--- src/include/host_chan_defines.svh ---
// Host channel bridge widths and depths
// Shared by the host-memory path and the MMIO path

`ifndef HOST_CHAN_DEFINES_SVH
`define HOST_CHAN_DEFINES_SVH

// Host memory line address and data widths
`define HC_ADDR_W 16
`define HC_DATA_W 32

// Read reorder buffer depth; the tag indexes one slot, so keep log2 of the depth
`define HC_ROB_DEPTH 8
`define HC_TAG_W 3

// MMIO request fields
`define MMIO_ADDR_W 8
`define MMIO_DATA_W 32
`define MMIO_TID_W 4
`define MMIO_MAX_RD 4

`endif

--- src/source/host_chan_pkg.sv ---
// Host channel bridge types
// MMIO opcodes and the state of one read reorder slot

package host_chan_pkg;

    // Opcode carried with every host MMIO request
    typedef enum logic [0:0] {
        MMIO_OP_RD = 1'b0,
        MMIO_OP_WR = 1'b1
    } t_mmio_op;

    // Life cycle of one read slot in the reorder buffer
    // A slot goes FREE -> WAIT on allocation, WAIT -> DONE when the host
    // answers its tag, and DONE -> FREE when it is released in order
    typedef enum logic [1:0] {
        SLOT_FREE = 2'd0,
        SLOT_WAIT = 2'd1,
        SLOT_DONE = 2'd2
    } t_slot_state;

endpackage

--- src/source/rd_rob_if.sv ---
// Link between the host-memory mapper and the read reorder buffer
// Carries tag allocation and the in-order release of read data

`timescale 1ns/1ps
`include "host_chan_defines.svh"

interface rd_rob_if;

    // Mapper consumes the tail slot for one accepted read
    logic alloc;

    // Tag the next read will carry to the host
    logic [`HC_TAG_W-1:0] alloc_tag;

    // Every slot is in use, so no new read may be accepted
    logic rob_full;

    // Oldest outstanding read, released once its data has arrived
    logic out_valid;
    logic [`HC_DATA_W-1:0] out_data;

    // Mapper side issues reads and consumes sorted data
    modport mapper (
        output alloc,
        input  alloc_tag,
        input  rob_full,
        input  out_valid,
        input  out_data
    );

    // Buffer side hands out tags and releases data in issue order
    modport rob (
        input  alloc,
        output alloc_tag,
        output rob_full,
        output out_valid,
        output out_data
    );

endinterface

--- src/source/host_rd_rob.sv ---
// Read reorder buffer for the host read channel
// Hands out tags in issue order and releases out-of-order responses in order

`timescale 1ns/1ps
`include "host_chan_defines.svh"

module host_rd_rob (
    input  logic                  clk,
    input  logic                  arst_n,
    input  logic                  c0_rsp_valid,
    input  logic [`HC_TAG_W-1:0]  c0_rsp_tag,
    input  logic [`HC_DATA_W-1:0] c0_rsp_data,
    rd_rob_if.rob                 rob
);

    // Per-slot state and the data returned for that slot
    host_chan_pkg::t_slot_state slot_state [`HC_ROB_DEPTH];
    logic [`HC_DATA_W-1:0]      slot_data [`HC_ROB_DEPTH];

    // Head is the oldest outstanding read, tail the next tag to hand out
    // Both wrap naturally because the depth is a power of two
    logic [`HC_TAG_W-1:0] head;
    logic [`HC_TAG_W-1:0] tail;

    // Head slot has its data and leaves this cycle
    logic release_head;

    // The next tag is always the tail slot
    assign rob.alloc_tag = tail;

    // When the tail slot is still in use the buffer has wrapped onto the head,
    // which means every slot holds an outstanding or unreleased read
    assign rob.rob_full = (slot_state[tail] != host_chan_pkg::SLOT_FREE);

    // A response stored in cycle t shows DONE in t+1 and is released right away
    assign release_head  = (slot_state[head] == host_chan_pkg::SLOT_DONE);
    assign rob.out_valid = release_head;
    assign rob.out_data  = slot_data[head];

    // Slot state and pointers
    // Allocation, response and release always hit different slots: the tail
    // is FREE, a responding slot is WAIT and the released head is DONE
    always_ff @(posedge clk or negedge arst_n) begin
        if (!arst_n) begin
            head <= '0;
            tail <= '0;
            for (int i = 0; i < `HC_ROB_DEPTH; i++) begin
                slot_state[i] <= host_chan_pkg::SLOT_FREE;
            end
        end else begin
            // Reserve the tail slot for a read just sent to the host
            if (rob.alloc) begin
                slot_state[tail] <= host_chan_pkg::SLOT_WAIT;
                tail             <= tail + 1'b1;
            end

            // The host answers tags in any order
            if (c0_rsp_valid) begin
                slot_state[c0_rsp_tag] <= host_chan_pkg::SLOT_DONE;
            end

            // One in-order release per cycle frees the head slot
            if (release_head) begin
                slot_state[head] <= host_chan_pkg::SLOT_FREE;
                head             <= head + 1'b1;
            end
        end
    end

    // Response payload lands in the slot named by its tag
    always_ff @(posedge clk) begin
        if (c0_rsp_valid) begin
            slot_data[c0_rsp_tag] <= c0_rsp_data;
        end
    end

endmodule

--- src/source/host_mem_avalon_map.sv ---
// Host memory as an Avalon master port for the accelerator
// Avalon reads become tagged c0 requests, writes become c1 requests

`timescale 1ns/1ps
`include "host_chan_defines.svh"

module host_mem_avalon_map (
    input  logic                  clk,
    input  logic                  arst_n,

    // Accelerator host-memory master
    input  logic                  hm_read,
    input  logic                  hm_write,
    input  logic [`HC_ADDR_W-1:0] hm_address,
    input  logic [`HC_DATA_W-1:0] hm_writedata,
    output logic                  hm_waitrequest,
    output logic [`HC_DATA_W-1:0] hm_readdata,
    output logic                  hm_readdatavalid,
    output logic                  hm_writeresponsevalid,

    // Host read request channel
    output logic                  c0_req_valid,
    output logic [`HC_ADDR_W-1:0] c0_req_addr,
    output logic [`HC_TAG_W-1:0]  c0_req_tag,
    input  logic                  c0_almost_full,

    // Host write request channel and its in-order acknowledgement
    output logic                  c1_req_valid,
    output logic [`HC_ADDR_W-1:0] c1_req_addr,
    output logic [`HC_DATA_W-1:0] c1_req_data,
    input  logic                  c1_almost_full,
    input  logic                  c1_rsp_valid,

    rd_rob_if.mapper              rob
);

    // Low in reset and for its first cycle out, so the master is held off
    logic run_q;

    // Back-pressure per request kind
    logic rd_stall;
    logic wr_stall;

    always_ff @(posedge clk or negedge arst_n) begin
        if (!arst_n) begin
            run_q <= 1'b0;
        end else begin
            run_q <= 1'b1;
        end
    end

    // Reads also stop when every reorder slot is in use, since read data
    // cannot be refused on the Avalon side
    assign rd_stall = c0_almost_full | rob.rob_full;
    assign wr_stall = c1_almost_full;

    assign hm_waitrequest = ~run_q | (hm_read & rd_stall) | (hm_write & wr_stall);

    // An accepted command goes to the host in the same cycle
    assign c0_req_valid = hm_read & ~hm_waitrequest;
    assign c0_req_addr  = hm_address;
    assign c0_req_tag   = rob.alloc_tag;
    assign rob.alloc    = c0_req_valid;

    assign c1_req_valid = hm_write & ~hm_waitrequest;
    assign c1_req_addr  = hm_address;
    assign c1_req_data  = hm_writedata;

    // Sorted read data is already aligned to the issue order
    assign hm_readdatavalid = rob.out_valid;
    assign hm_readdata      = rob.out_data;

    // Writes are acknowledged in order by the host, one cycle later here
    always_ff @(posedge clk or negedge arst_n) begin
        if (!arst_n) begin
            hm_writeresponsevalid <= 1'b0;
        end else begin
            hm_writeresponsevalid <= c1_rsp_valid;
        end
    end

endmodule

--- src/source/mmio_avalon_map.sv ---
// Host MMIO requests as an Avalon slave port inside the accelerator
// One command register stage and a tid FIFO to pair read responses

`timescale 1ns/1ps
`include "host_chan_defines.svh"

module mmio_avalon_map (
    input  logic                     clk,
    input  logic                     arst_n,

    // Host MMIO request, one cycle per request
    input  logic                     mmio_req_valid,
    input  host_chan_pkg::t_mmio_op  mmio_req_op,
    input  logic [`MMIO_ADDR_W-1:0]  mmio_req_addr,
    input  logic [`MMIO_TID_W-1:0]   mmio_req_tid,
    input  logic [`MMIO_DATA_W-1:0]  mmio_req_data,

    // Host MMIO read response
    output logic                     mmio_rsp_valid,
    output logic [`MMIO_TID_W-1:0]   mmio_rsp_tid,
    output logic [`MMIO_DATA_W-1:0]  mmio_rsp_data,

    // Accelerator MMIO slave
    output logic                     mm_read,
    output logic                     mm_write,
    output logic [`MMIO_ADDR_W-1:0]  mm_address,
    output logic [`MMIO_DATA_W-1:0]  mm_writedata,
    input  logic                     mm_waitrequest,
    input  logic [`MMIO_DATA_W-1:0]  mm_readdata,
    input  logic                     mm_readdatavalid
);

    localparam int PTR_W = $clog2(`MMIO_MAX_RD);

    // Command stage
    logic                    cmd_valid_q;
    host_chan_pkg::t_mmio_op cmd_op_q;

    // Tids of reads waiting for data, oldest at rd_ptr
    logic [`MMIO_TID_W-1:0] tid_fifo [`MMIO_MAX_RD];
    logic [PTR_W-1:0]       wr_ptr;
    logic [PTR_W-1:0]       rd_ptr;

    logic push_tid;

    assign push_tid = mmio_req_valid & (mmio_req_op == host_chan_pkg::MMIO_OP_RD);

    // A new request loads the stage; it stays until the slave drops waitrequest
    always_ff @(posedge clk or negedge arst_n) begin
        if (!arst_n) begin
            cmd_valid_q <= 1'b0;
        end else if (mmio_req_valid) begin
            cmd_valid_q <= 1'b1;
        end else if (!mm_waitrequest) begin
            cmd_valid_q <= 1'b0;
        end
    end

    always_ff @(posedge clk) begin
        if (mmio_req_valid) begin
            cmd_op_q     <= mmio_req_op;
            mm_address   <= mmio_req_addr;
            mm_writedata <= mmio_req_data;
        end
    end

    assign mm_read  = cmd_valid_q & (cmd_op_q == host_chan_pkg::MMIO_OP_RD);
    assign mm_write = cmd_valid_q & (cmd_op_q == host_chan_pkg::MMIO_OP_WR);

    // FIFO pointers; the host never exceeds MMIO_MAX_RD reads in flight
    always_ff @(posedge clk or negedge arst_n) begin
        if (!arst_n) begin
            wr_ptr <= '0;
            rd_ptr <= '0;
        end else begin
            if (push_tid) begin
                wr_ptr <= wr_ptr + 1'b1;
            end
            if (mm_readdatavalid) begin
                rd_ptr <= rd_ptr + 1'b1;
            end
        end
    end

    always_ff @(posedge clk) begin
        if (push_tid) begin
            tid_fifo[wr_ptr] <= mmio_req_tid;
        end
    end

    // Avalon returns read data in command order, so the oldest tid matches
    always_ff @(posedge clk or negedge arst_n) begin
        if (!arst_n) begin
            mmio_rsp_valid <= 1'b0;
        end else begin
            mmio_rsp_valid <= mm_readdatavalid;
        end
    end

    always_ff @(posedge clk) begin
        if (mm_readdatavalid) begin
            mmio_rsp_tid  <= tid_fifo[rd_ptr];
            mmio_rsp_data <= mm_readdata;
        end
    end

endmodule

--- src/source/host_chan_as_avalon.sv ---
// Host channel to Avalon bridge top level
// Host memory master path through the read sorter, plus the MMIO slave path

`timescale 1ns/1ps
`include "host_chan_defines.svh"

module host_chan_as_avalon (
    input  logic                     clk,
    input  logic                     arst_n,

    // Host read channel
    output logic                     c0_req_valid,
    output logic [`HC_ADDR_W-1:0]    c0_req_addr,
    output logic [`HC_TAG_W-1:0]     c0_req_tag,
    input  logic                     c0_almost_full,
    input  logic                     c0_rsp_valid,
    input  logic [`HC_TAG_W-1:0]     c0_rsp_tag,
    input  logic [`HC_DATA_W-1:0]    c0_rsp_data,

    // Host write channel
    output logic                     c1_req_valid,
    output logic [`HC_ADDR_W-1:0]    c1_req_addr,
    output logic [`HC_DATA_W-1:0]    c1_req_data,
    input  logic                     c1_almost_full,
    input  logic                     c1_rsp_valid,

    // Host MMIO
    input  logic                     mmio_req_valid,
    input  host_chan_pkg::t_mmio_op  mmio_req_op,
    input  logic [`MMIO_ADDR_W-1:0]  mmio_req_addr,
    input  logic [`MMIO_TID_W-1:0]   mmio_req_tid,
    input  logic [`MMIO_DATA_W-1:0]  mmio_req_data,
    output logic                     mmio_rsp_valid,
    output logic [`MMIO_TID_W-1:0]   mmio_rsp_tid,
    output logic [`MMIO_DATA_W-1:0]  mmio_rsp_data,

    // Accelerator host-memory master
    input  logic                     hm_read,
    input  logic                     hm_write,
    input  logic [`HC_ADDR_W-1:0]    hm_address,
    input  logic [`HC_DATA_W-1:0]    hm_writedata,
    output logic                     hm_waitrequest,
    output logic [`HC_DATA_W-1:0]    hm_readdata,
    output logic                     hm_readdatavalid,
    output logic                     hm_writeresponsevalid,

    // Accelerator MMIO slave
    output logic                     mm_read,
    output logic                     mm_write,
    output logic [`MMIO_ADDR_W-1:0]  mm_address,
    output logic [`MMIO_DATA_W-1:0]  mm_writedata,
    input  logic                     mm_waitrequest,
    input  logic [`MMIO_DATA_W-1:0]  mm_readdata,
    input  logic                     mm_readdatavalid
);

    // Tag allocation and sorted data between the mapper and the sorter
    rd_rob_if rob_if ();

    // Puts host read responses back into issue order
    host_rd_rob rob_i (
        .clk          (clk),
        .arst_n       (arst_n),
        .c0_rsp_valid (c0_rsp_valid),
        .c0_rsp_tag   (c0_rsp_tag),
        .c0_rsp_data  (c0_rsp_data),
        .rob          (rob_if.rob)
    );

    // Avalon host-memory master onto the c0 and c1 channels
    host_mem_avalon_map hm_map_i (
        .clk                   (clk),
        .arst_n                (arst_n),
        .hm_read               (hm_read),
        .hm_write              (hm_write),
        .hm_address            (hm_address),
        .hm_writedata          (hm_writedata),
        .hm_waitrequest        (hm_waitrequest),
        .hm_readdata           (hm_readdata),
        .hm_readdatavalid      (hm_readdatavalid),
        .hm_writeresponsevalid (hm_writeresponsevalid),
        .c0_req_valid          (c0_req_valid),
        .c0_req_addr           (c0_req_addr),
        .c0_req_tag            (c0_req_tag),
        .c0_almost_full        (c0_almost_full),
        .c1_req_valid          (c1_req_valid),
        .c1_req_addr           (c1_req_addr),
        .c1_req_data           (c1_req_data),
        .c1_almost_full        (c1_almost_full),
        .c1_rsp_valid          (c1_rsp_valid),
        .rob                   (rob_if.mapper)
    );

    // Host MMIO onto the accelerator slave, behind one register stage
    mmio_avalon_map mmio_map_i (
        .clk              (clk),
        .arst_n           (arst_n),
        .mmio_req_valid   (mmio_req_valid),
        .mmio_req_op      (mmio_req_op),
        .mmio_req_addr    (mmio_req_addr),
        .mmio_req_tid     (mmio_req_tid),
        .mmio_req_data    (mmio_req_data),
        .mmio_rsp_valid   (mmio_rsp_valid),
        .mmio_rsp_tid     (mmio_rsp_tid),
        .mmio_rsp_data    (mmio_rsp_data),
        .mm_read          (mm_read),
        .mm_write         (mm_write),
        .mm_address       (mm_address),
        .mm_writedata     (mm_writedata),
        .mm_waitrequest   (mm_waitrequest),
        .mm_readdata      (mm_readdata),
        .mm_readdatavalid (mm_readdatavalid)
    );

endmodule

--- config.mk ---
export PLATFORM = sky130hd
export DESIGN_NAME = host_chan_as_avalon
export DESIGN_NICKNAME = d
export VERILOG_FILES = /design/src/source/host_chan_pkg.sv /design/src/source/rd_rob_if.sv /design/src/source/host_rd_rob.sv /design/src/source/host_mem_avalon_map.sv /design/src/source/mmio_avalon_map.sv /design/src/source/host_chan_as_avalon.sv
export VERILOG_INCLUDE_DIRS = /design/src /design/src/include
export SDC_FILE = /design/constraint.sdc
export NUM_CORES = 1
export LEC_CHECK = 0
export ABC_AREA = 0
export BUFFER_PORTS_ARGS = -buffer_cell sky130_fd_sc_hd__buf_2
export CORE_ASPECT_RATIO = 1.25
export CORE_MARGIN = 3
export CORE_UTILIZATION = 60
export CTS_BUF_LIST = sky130_fd_sc_hd__clkbuf_8
export DETAILED_ROUTE_END_ITERATION = 10
export PLACE_DENSITY = 0.88
export SYNTH_ARGS = -nofsm -noshare
export SYNTH_HDL_FRONTEND = slang
export SYNTH_SLANG_ARGS = --single-unit
--- constraint.sdc ---
create_clock -name clk -period 3.7 [get_ports clk]
set_input_delay 1.11 -clock clk [delete_from_list [all_inputs] [get_ports clk]]
set_output_delay 1.11 -clock clk [all_outputs]
set_load 0.005 [all_outputs]
* Word level (Yosys, flattened, before mapping)
Memory sizes are Yosys's and may differ from the RTL's. A register that Yosys moved wholly into a read port is not among the register bits.
Cells that the tools add are included.
** Word-level totals
- Flip-flop bits (word level) :: 103
- Memory bits (writable) :: 272
- Input port bits :: 171
- Output and inout port bits :: 183
- Memories :: 2
** Memory list
- rob_i.slot_data :: depth 8, width 32, read ports 1, clocked after memory_dff 0, wr ports 1, RTL line host_rd_rob.sv:18 : logic [`HC_DATA_W-1:0] slot_data [`HC_ROB_DEPTH];
- mmio_map_i.tid_fifo :: depth 4, width 4, read ports 1, clocked after memory_dff 1, wr ports 1, RTL line mmio_avalon_map.sv:40 : logic [`MMIO_TID_W-1:0] tid_fifo [`MMIO_MAX_RD];
** Cells by class
- Add/sub/neg operators :: 4
- $lt $le $gt $ge :: 6
- Equal/unequal tests :: 2
- Multiplexer cells :: 21
- Bitwise operators :: 25
- Reduce and logical (&&, ||, !) cells :: 4
** Operators by type and width (number)
- two-way mux 16 bit :: 3
- demux 2 bit (select 3 bit) :: 3
- AND 16 bit :: 1
- AND 8 bit :: 2
- inverter 16 bit :: 1
- inverter 8 bit :: 2
- OR 8 bit :: 2
- two-way mux 2 bit :: 7
- binary-select mux 2 bit (select 3 bit) :: 2
- greater-or-equal comparator 4 bit (second input constant) :: 3
- less-than comparator 4 x 1 -> 1 bit (second input constant) :: 3
- inverter 3 -> 4 bit :: 3
- AND 1 bit :: 7
- adder 3 x 1 -> 3 bit (second input constant) :: 2
- two-way mux 1 bit :: 6
- adder 2 x 1 -> 2 bit (second input constant) :: 2
- inverter 1 bit :: 4
- logical AND 1 bit :: 3
- OR 1 bit :: 3
- equality test 2 bit (second input constant) :: 1
- inequality test 2 bit (second input constant) :: 1
- nonzero test 2 bit :: 1

* Depth between registers and ports, before layout
Gate-level depths: netlist (run 1).
- Word-level depth :: 16
- Depth in mapped cells :: 8
- Mapped depth without buffers :: 5

* Hierarchy
A second synthesis (run 1) with hierarchy kept.
** Second synthesis, totals
- Cells, all modules :: 923
- Area total of the unflattened synthesis :: 15117.0 µm²
** Modules (own cells, without submodules)
- host_rd_rob :: times used 1, cells an instance 690, area each 11069.4 µm², sequential area each 8237.9 µm²
- mmio_avalon_map :: times used 1, cells an instance 123, area each 3195.6 µm², sequential area each 2942.8 µm²
- host_mem_avalon_map :: times used 1, cells an instance 110, area each 852.1 µm², sequential area each 50.0 µm²

* Worst setup path before layout (run 1)
No wires, ideal clock.
- Kind :: input to register
- From :: input port c0_rsp_tag[0]
- To :: memory rob_i.slot_data[0][0] in the netlist's numbering (enable)
- Setup time :: 466 ps
- Arrival :: 3594 ps
- Slack :: -360 ps
- Stages on the path :: 2
- Cell sequence :: nand2b_1 > nor3_1
** RTL lines
- from (decl) :: RTL line host_chan_as_avalon.sv:17 : input logic [`HC_TAG_W-1:0] c0_rsp_tag,
- to (decl) :: RTL line host_rd_rob.sv:18
No word-level cell before the write port.

* Worst setup path after layout (run 1)
- From :: register rob_i.head[0]
- To :: output port hm_readdata[15]
** Between the ends
- Cells in the longest elaborated chain, start to end :: 1
** RTL lines
- from (decl) :: RTL line host_rd_rob.sv:22 : logic [`HC_TAG_W-1:0] head;
- from (signal assigned) :: RTL line host_rd_rob.sv:65 : head <= head + 1'b1;
- memory (8 x 32 bit)
- to (decl) :: RTL line host_chan_as_avalon.sv:43 : output logic [`HC_DATA_W-1:0] hm_readdata,
No other way between the ends.

==> out/qor.csv, run 1 <==
metric,value,unit
cts_tree,yes,
wl,32870,microns
layout.cells.non_filler,1462,
fill_cells,1557,
endpoint_kind,output port,
hpwl,20720,microns
rsz0062_at_grt,false,
syn-num-nets,1046,
grt_pass1_wl,49740,microns
fp-row-count,64,
cpPeakStageDelay,560,ps
avgSynthCellArea,17.21,sq um
holdBufCountCts,0,
period_share,97.34,%
irDropWorstVdd,0.0004194,V
gp_congestion,0.8461,
power.total,11.71,mW
worstHoldStart,mmio_map_i.cmd_valid_q$_DFFE_PN0P_,
maxSlewViolCount,0,
path_class,register to output port,
post-route-min-period,3602,ps
max_slew.worst_pin.slew,832.5,ps
grt.overflow.total,0,
final_common_cell,edfxtp_1,
ys_warn_count,0,
layout-drive-gt1-share,36.90,%
skew,22.76,ps
whs,485.3,ps
grtUsageTotal,24.05,%
dpl_worst_slack,459.7,ps
critPathMaxFanout,20,
core,24500,sq um
finalInstanceArea,17210,sq um
worstSetupStartpointType,register,
initial_core_util,61.04,%
gr-usage-met2,41.61,%
dr.pass1.iters,5,
outcome,"complete, no violations",
antenna_found_initial,4,
clk_pin_slew,70,ps
required,2590,ps
crit_path_cell_trace,"buf_4, mux2_2, a22oi_1, o22a_1, o21ai_0, buf_2",
setup_viol,0,
globalRouteMet3Util,5.017,%
layout_setup_ws,98.41,ps
die-area,26870,sq um
synth_cell_type_count,51,
ys_async_sr_fraction,7.916,%
grt_max_degree,43,
fin_util,70.24,%
cap_violations,0,
clk_latency,580,ps
cts_buffers,54,
synth_edf_count,349,
via_per_inst,5.869,
vias,8581,
post_drt_wl_per_cell,22.48,microns
r2r_start,rob_i.head[0]$_DFFE_PN0P_,
syn_inst,869,
netlist_area,14960,sq um
io_pins,354,
crit_family,flip-flops,
ys_ff_latch,379,
portBuffers,241,
area_delta_synth_final,15.07,%
synth_flop_cell,edfxtp_1,
p_leak,6.376,nW
drt_iter0_markers,756,
grt_pass1_vias,9017,
max_slew_margin,44.50,%
htreeDepth,2,
final_antenna_net_count,0,
grt.busiest_layer,met2,
nets,1271,
cts-root-buf,clkbuf_8,
startpoint,rob_i.head[0]$_DFFE_PN0P_,
die-height,182.5,microns
pwr_density_cell,680.4,nW/um^2
crit_arrival,2490,ps
crit_path_top_delay_cell,dfrtp_4,
place_area,16250,sq um
clkSinkCount,379,
crit_buf_inv,2,
hold_path.class,register to register,
final_cell_mix,"edfxtp_1, buf_2, mux2i_1, clkbuf_8, mux2_2",
finalHoldViolations,0,
cts.path.max_buffers,3,
fmax,277.7,MHz
dp_cells,1366,
grtUsageMet1,28.84,%
die_x,147.2,microns
drc,0,
yosysSeqAreaShare,75.09,%
tns,0,ps
## layer usage
layer | up-vias | part of all wire, %
met5 | - | 0.043
met4 | 4 | 3.7
met3 | 98 | 7.8
met2 | 425 | 52
met1 | 4280 | 36
li1 | 3774 | -
## layout make-up
class	count	area, sq um	area share (%)
sequential	379	11240	65.33
multi-input combinational	380	3095	17.99
timing repair buffer	275	1515	8.804
clock buffer	54	743.2	4.318
tap	330	412.9	2.399
clock inverter	38	180.2	1.047
inverter	4	15.01	0.08724
antenna	2	5.005	0.02908
## registers in the layout, summed over array words and instances, names as in the netlist
| name | flops |
|---|---|
| mmio_map_i.mmio_rsp_data | 32 |
| mmio_map_i.tid_fifo | 16 |
| mmio_map_i.mm_address | 8 |
| mmio_map_i.wr_ptr | 2 |
| rob_i.slot_state | 16 |
| mmio_map_i.rd_ptr | 2 |
| mmio_map_i.mmio_rsp_tid | 4 |
| rob_i.head | 3 |
| rob_i.rob.alloc_tag | 3 |
| mmio_map_i.cmd_op_q | 1 |
| hm_map_i.run_q | 1 |
| rob_i.slot_data | 256 |
| mmio_map_i.mmio_rsp_valid | 1 |
| hm_map_i.hm_writeresponsevalid | 1 |
| mmio_map_i.mm_writedata | 32 |
| mmio_map_i.cmd_valid_q | 1 |
## Yosys cell counts, types with 2 or more instances
| library cell | instances | area (sq um) |
|---|---|---|
| clkbuf_1 | 15 | 56.30 |
| nor3_1 | 10 | 50.05 |
| o21ai_0 | 31 | 155.2 |
| nand2_1 | 11 | 41.29 |
| buf_6 | 2 | 22.52 |
| o22a_1 | 31 | 271.5 |
| a41oi_1 | 4 | 35.03 |
| buf_4 | 68 | 510.5 |
| nor2_1 | 45 | 168.9 |
| nand2b_1 | 5 | 31.28 |
| nor3b_1 | 2 | 15.01 |
| buf_1 | 3 | 11.26 |
| xnor2_1 | 5 | 43.79 |
| a31oi_1 | 6 | 37.54 |
| and2_1 | 7 | 43.79 |
| edfxtp_1 | 349 | 10480 |
| mux2_4 | 2 | 30.03 |
| nor2b_1 | 11 | 68.82 |
| buf_2 | 18 | 90.09 |
| dfrtp_1 | 30 | 750.7 |
| mux2_2 | 44 | 495.5 |
| inv_1 | 4 | 15.01 |
| a21oi_1 | 27 | 135.1 |
| ha_1 | 6 | 75.07 |
| nor3_2 | 3 | 30.03 |
| mux2i_1 | 54 | 540.5 |
| mux4_2 | 9 | 202.7 |
| a22oi_1 | 42 | 315.3 |
| a22o_1 | 2 | 17.52 |
| a211oi_1 | 2 | 15.01 |
## where the power goes
| group | internal [mW] | leakage (nW) | switching, mW | total [mW] |
|---|---|---|---|---|
| combinational | 1.58 | 2.25 | 1.88 | 3.46 |
| sequential | 5.03 | 3.59 | 0.355 | 5.39 |
| clock | 1.42 | 0.535 | 1.45 | 2.86 |
## final timing paths
check | to | slack [ps] | cells past startpoint
min in group asynchronous | mmio_map_i.mmio_rsp_valid$_DFF_PN0_ | 590 | 1
worst max register to register | rob_i.slot_state[10]$_DFF_PN0_ | 1520 | 5
max in group asynchronous | rob_i.head[0]$_DFFE_PN0P_ | 2540 | 1
worst max-delay path | hm_readdata[15] | 100 | 6
worst min register to register | mmio_map_i.cmd_valid_q$_DFFE_PN0P_ | 490 | 1
worst min-delay path | mmio_map_i.cmd_valid_q$_DFFE_PN0P_ | 490 | 1
## kinds of logic (layout without fill, tap and decap cells)
family / after synthesis / in the layout / synth area share (%)
flops: 379 / 379 / 75.09
compound gates: 155 / 155 / 7.261
mux: 110 / 110 / 8.558
buf+inv: 110 / 371 / 4.718
simple gates: 102 / 102 / 3.497
fa+ha+maj: 6 / 6 / 0.5019
xor+xnor: 6 / 6 / 0.3513
other cells: 1 / 3 / 0.02507
## what timing repair did
| item | CTS | global route |
|---|---|---|
| buffers inserted | 1 | 1 |
| setup endpoints to repair | 9 | 7 |
| resized for setup | 2 | 2 |
| pin swaps | 0 | 0 |
## worst reg2reg max path: cells and delay by family, from the launching register on
family                 cells  cell delay, ps
AOI/OAI and AO/OA          2             300
buffers and inverters      1             330
muxes                      1             230
DFF                        1             560
and+or+nand+nor            1             630
Note: power is estimated with default switching activity, not from simulation.
==> run 2, diff against run 1 <==
--- a/config.mk
+++ b/config.mk
@@ -10,10 +10,9 @@
 export BUFFER_PORTS_ARGS = -buffer_cell sky130_fd_sc_hd__buf_2
 export CORE_ASPECT_RATIO = 1.25
 export CORE_MARGIN = 3
-export CORE_UTILIZATION = 60
+export CORE_UTILIZATION = 42
 export CTS_BUF_LIST = sky130_fd_sc_hd__clkbuf_8
 export DETAILED_ROUTE_END_ITERATION = 10
-export PLACE_DENSITY = 0.88
 export SYNTH_ARGS = -nofsm -noshare
 export SYNTH_HDL_FRONTEND = slang
 export SYNTH_SLANG_ARGS = --single-unit
==> run 2 against run 1 <==
Compared with the run above: via count decreased by 4.5%; core utilization decreased by 20 points; power increased by 1.9%; design area increased by 1.7%; sequential power about the same; setup slack improved by 73 ps; final cell count increased by 10%.
==> out/qor.csv, run 2 (synthesized netlist as in run 1, its figures left out) <==
metric,value,unit,change
io_pins,354,,unchanged
clk_pin_slew,60,ps,was 70 ps
skew,10.70,ps,was 22.76 ps
finalInstanceArea,17510,sq um,"was 17,210 sq um"
vias,8198,,"was 8,581"
period_share,95.37,%,was 97.34%
dr.pass1.iters,5,,unchanged
rsz0062_at_grt,false,,unchanged
drc,0,,unchanged
grt_pass1_vias,8661,,"was 9,017"
place_area,16420,sq um,"was 16,250 sq um"
area_delta_synth_final,17.04,%,was 15.07%
worstSetupStartpointType,register,,unchanged
crit_family,flip-flops,,unchanged
post_drt_wl_per_cell,21.04,microns,was 22.48 microns
crit_arrival,2420,ps,was 2490 ps
dp_cells,1507,,"was 1,366"
p_sw_share,31.17,%,was 31.39%
seq_power_share,45.0,%,was 46.0%
nets,1278,,"was 1,271"
irDropWorstVdd,0.0003478,V,was 0.0004194 V
fill_cells,3034,,"was 1,557"
hold_path.class,register to register,,unchanged
p_switching,3.720,mW,was 3.676 mW
hpwl,20960,microns,"was 20,720 microns"
max_slew_margin,45.59,%,was 44.50%
initial_core_util,42.98,%,was 61.04%
cts-root-buf,clkbuf_8,,unchanged
grt_max_degree,43,,unchanged
drt_iter0_markers,551,,was 756
antenna_found_initial,6,,was 4
outcome,"complete, no violations",,unchanged
wl,33870,microns,"was 32,870 microns"
clkSinkCount,379,,unchanged
cts_tree,yes,,unchanged
critPathMaxFanout,15,,was 20
largest-register,rob_i.slot_data,,unchanged
finalHoldViolations,0,,unchanged
path_class,register to output port,,unchanged
cts.path.max_buffers,3,,unchanged
crit_buf_inv,2,,unchanged
core,34800,sq um,"was 24,500 sq um"
pwr_density_cell,681.7,nW/um^2,was 680.4 nW/um^2
clk_latency,600,ps,was 580 ps
crit_path_top_delay_cell,dfrtp_4,,unchanged
portBuffers,241,,unchanged
layout.cells.non_filler,1610,,"was 1,462"
die-area,37930,sq um,"was 26,870 sq um"
htreeDepth,2,,unchanged
whs,504.1,ps,was 485.3 ps
final_cell_mix,"edfxtp_1, buf_2, clkbuf_8",,"was edfxtp_1, buf_2, mux2i_1, clkbuf_8, mux2_2"
power.total,11.93,mW,was 11.71 mW
required,2590,ps,about the same
via_per_inst,5.092,,was 5.869
fp-row-count,76,,was 64
p_int,8.214,mW,was 8.034 mW
cap_violations,0,,unchanged
fmax,283.4,MHz,was 277.7 MHz
fin_util,50.30,%,was 70.24%
layout-drive-gt1-share,38.07,%,was 36.90%
grt_pass1_wl,51100,microns,"was 49,740 microns"
crit_path_cell_trace,"buf_4, mux2_2, a22oi_1, o22a_1, o21ai_0, buf_2",,unchanged
grt.overflow.total,0,,unchanged
endpoint_kind,output port,,unchanged
cpPeakStageDelay,590,ps,was 560 ps
final_common_cell,edfxtp_1,,unchanged
setup_viol,0,,unchanged
gp_congestion,0.7663,,was 0.8461
clkPwrFrac,25.8,%,was 24.5%
dpl_worst_slack,521.6,ps,was 459.7 ps
reg.largest.list,"rob_i.slot_data x256, mmio_map_i.mm_writedata x32, mmio_map_i.mmio_rsp_data x32",,unchanged
tns,0,ps,unchanged
max_slew.worst_pin.slew,810.0,ps,was 832.5 ps
final_antenna_net_count,0,,unchanged
die_x,174.8,microns,was 147.2 microns
combinationalPowerShare,29.2,%,was 29.5%
largest_register_ffs,256,,unchanged
grtUsageTotal,17.61,%,was 24.05%
cts_buffers,57,,was 54
die-height,217.0,microns,was 182.5 microns
layout_setup_ws,171.2,ps,was 98.41 ps
holdBufCountCts,0,,unchanged
post-route-min-period,3529,ps,was 3602 ps
p_leak,6.444,nW,was 6.376 nW
maxSlewViolCount,0,,unchanged
## run 2: changes by cell type in the layout (fill, tap and decap cells not counted), moves of 3 or more
cell        change
clkbuf_8        +6
clkinv_1        -6
buf_4           +4
clkinvlp_4      +3
## run 2: power groups by stage
stage,combinational [mW],clock [mW],sequential (mW)
6_report,3.49,3.08,5.37
5_1_grt,3.83,3.39,5.41
4_1_cts,3.51,3.20,5.39
3_5_place_dp,3.39,0,5.53
3_3_place_gp,3.38,0,5.51
2_1_floorplan,2.34,0,5.26
## run 2: layout make-up
class | count | area, sq um | share of cell area, %
Inverter | 4 | 15.01 | 0.08577
Clock buffer | 60 | 825.8 | 4.717
Timing Repair Buffer | 279 | 1535 | 8.770
Multi-Input combinational cell | 380 | 3103 | 17.73
Tap cell | 468 | 585.6 | 3.345
Sequential cell | 379 | 11240 | 64.22
Antenna cell | 2 | 5.005 | 0.02859
Clock inverter | 38 | 193.9 | 1.108
## run 2: routing by layer
| metal | global-route usage (%) | up-vias | part of all wire, % |
|---|---|---|---|
| met5 | 0 | - | 0.038 |
| met4 | 8.302 | 2 | 4.5 |
| met3 | 4.119 | 120 | 5.6 |
| met2 | 30.92 | 213 | 52 |
| met1 | 20.38 | 4088 | 38 |
| li1 | - | 3775 | - |
## run 2: final timing paths
check	slack [ps]	start	depth (start not counted)	endpoint
max in group asynchronous	2490	arst_n	1	rob_i.head[0]$_DFFE_PN0P_
hold / removal	500	mmio_map_i.cmd_valid_q$_DFFE_PN0P_	1	mmio_map_i.cmd_valid_q$_DFFE_PN0P_
hold reg to reg	500	mmio_map_i.cmd_valid_q$_DFFE_PN0P_	1	mmio_map_i.cmd_valid_q$_DFFE_PN0P_
setup / recovery	170	rob_i.head[0]$_DFFE_PN0P_	6	hm_readdata[28]
min in group asynchronous	590	arst_n	1	mmio_map_i.mmio_rsp_valid$_DFF_PN0_
setup reg to reg	1450	rob_i.head[0]$_DFFE_PN0P_	5	rob_i.slot_state[2]$_DFF_PN0_
## run 2: what timing repair did
action | 4_1_cts | 5_1_grt
hold endpoints to repair | 0 | 0
endpoints found under the setup margin | 24 | 6
cloned | 0 | 0
buffers inserted | 2 | 1
resized for setup | 2 | 4
## run 2: worst register-to-register path: stages (launching register included)
cell and delay (ps):
dfrtp_4 590, buf_4 280, mux2i_1 240, o22ai_1 120
nor3_1 680, a311oi_1 190
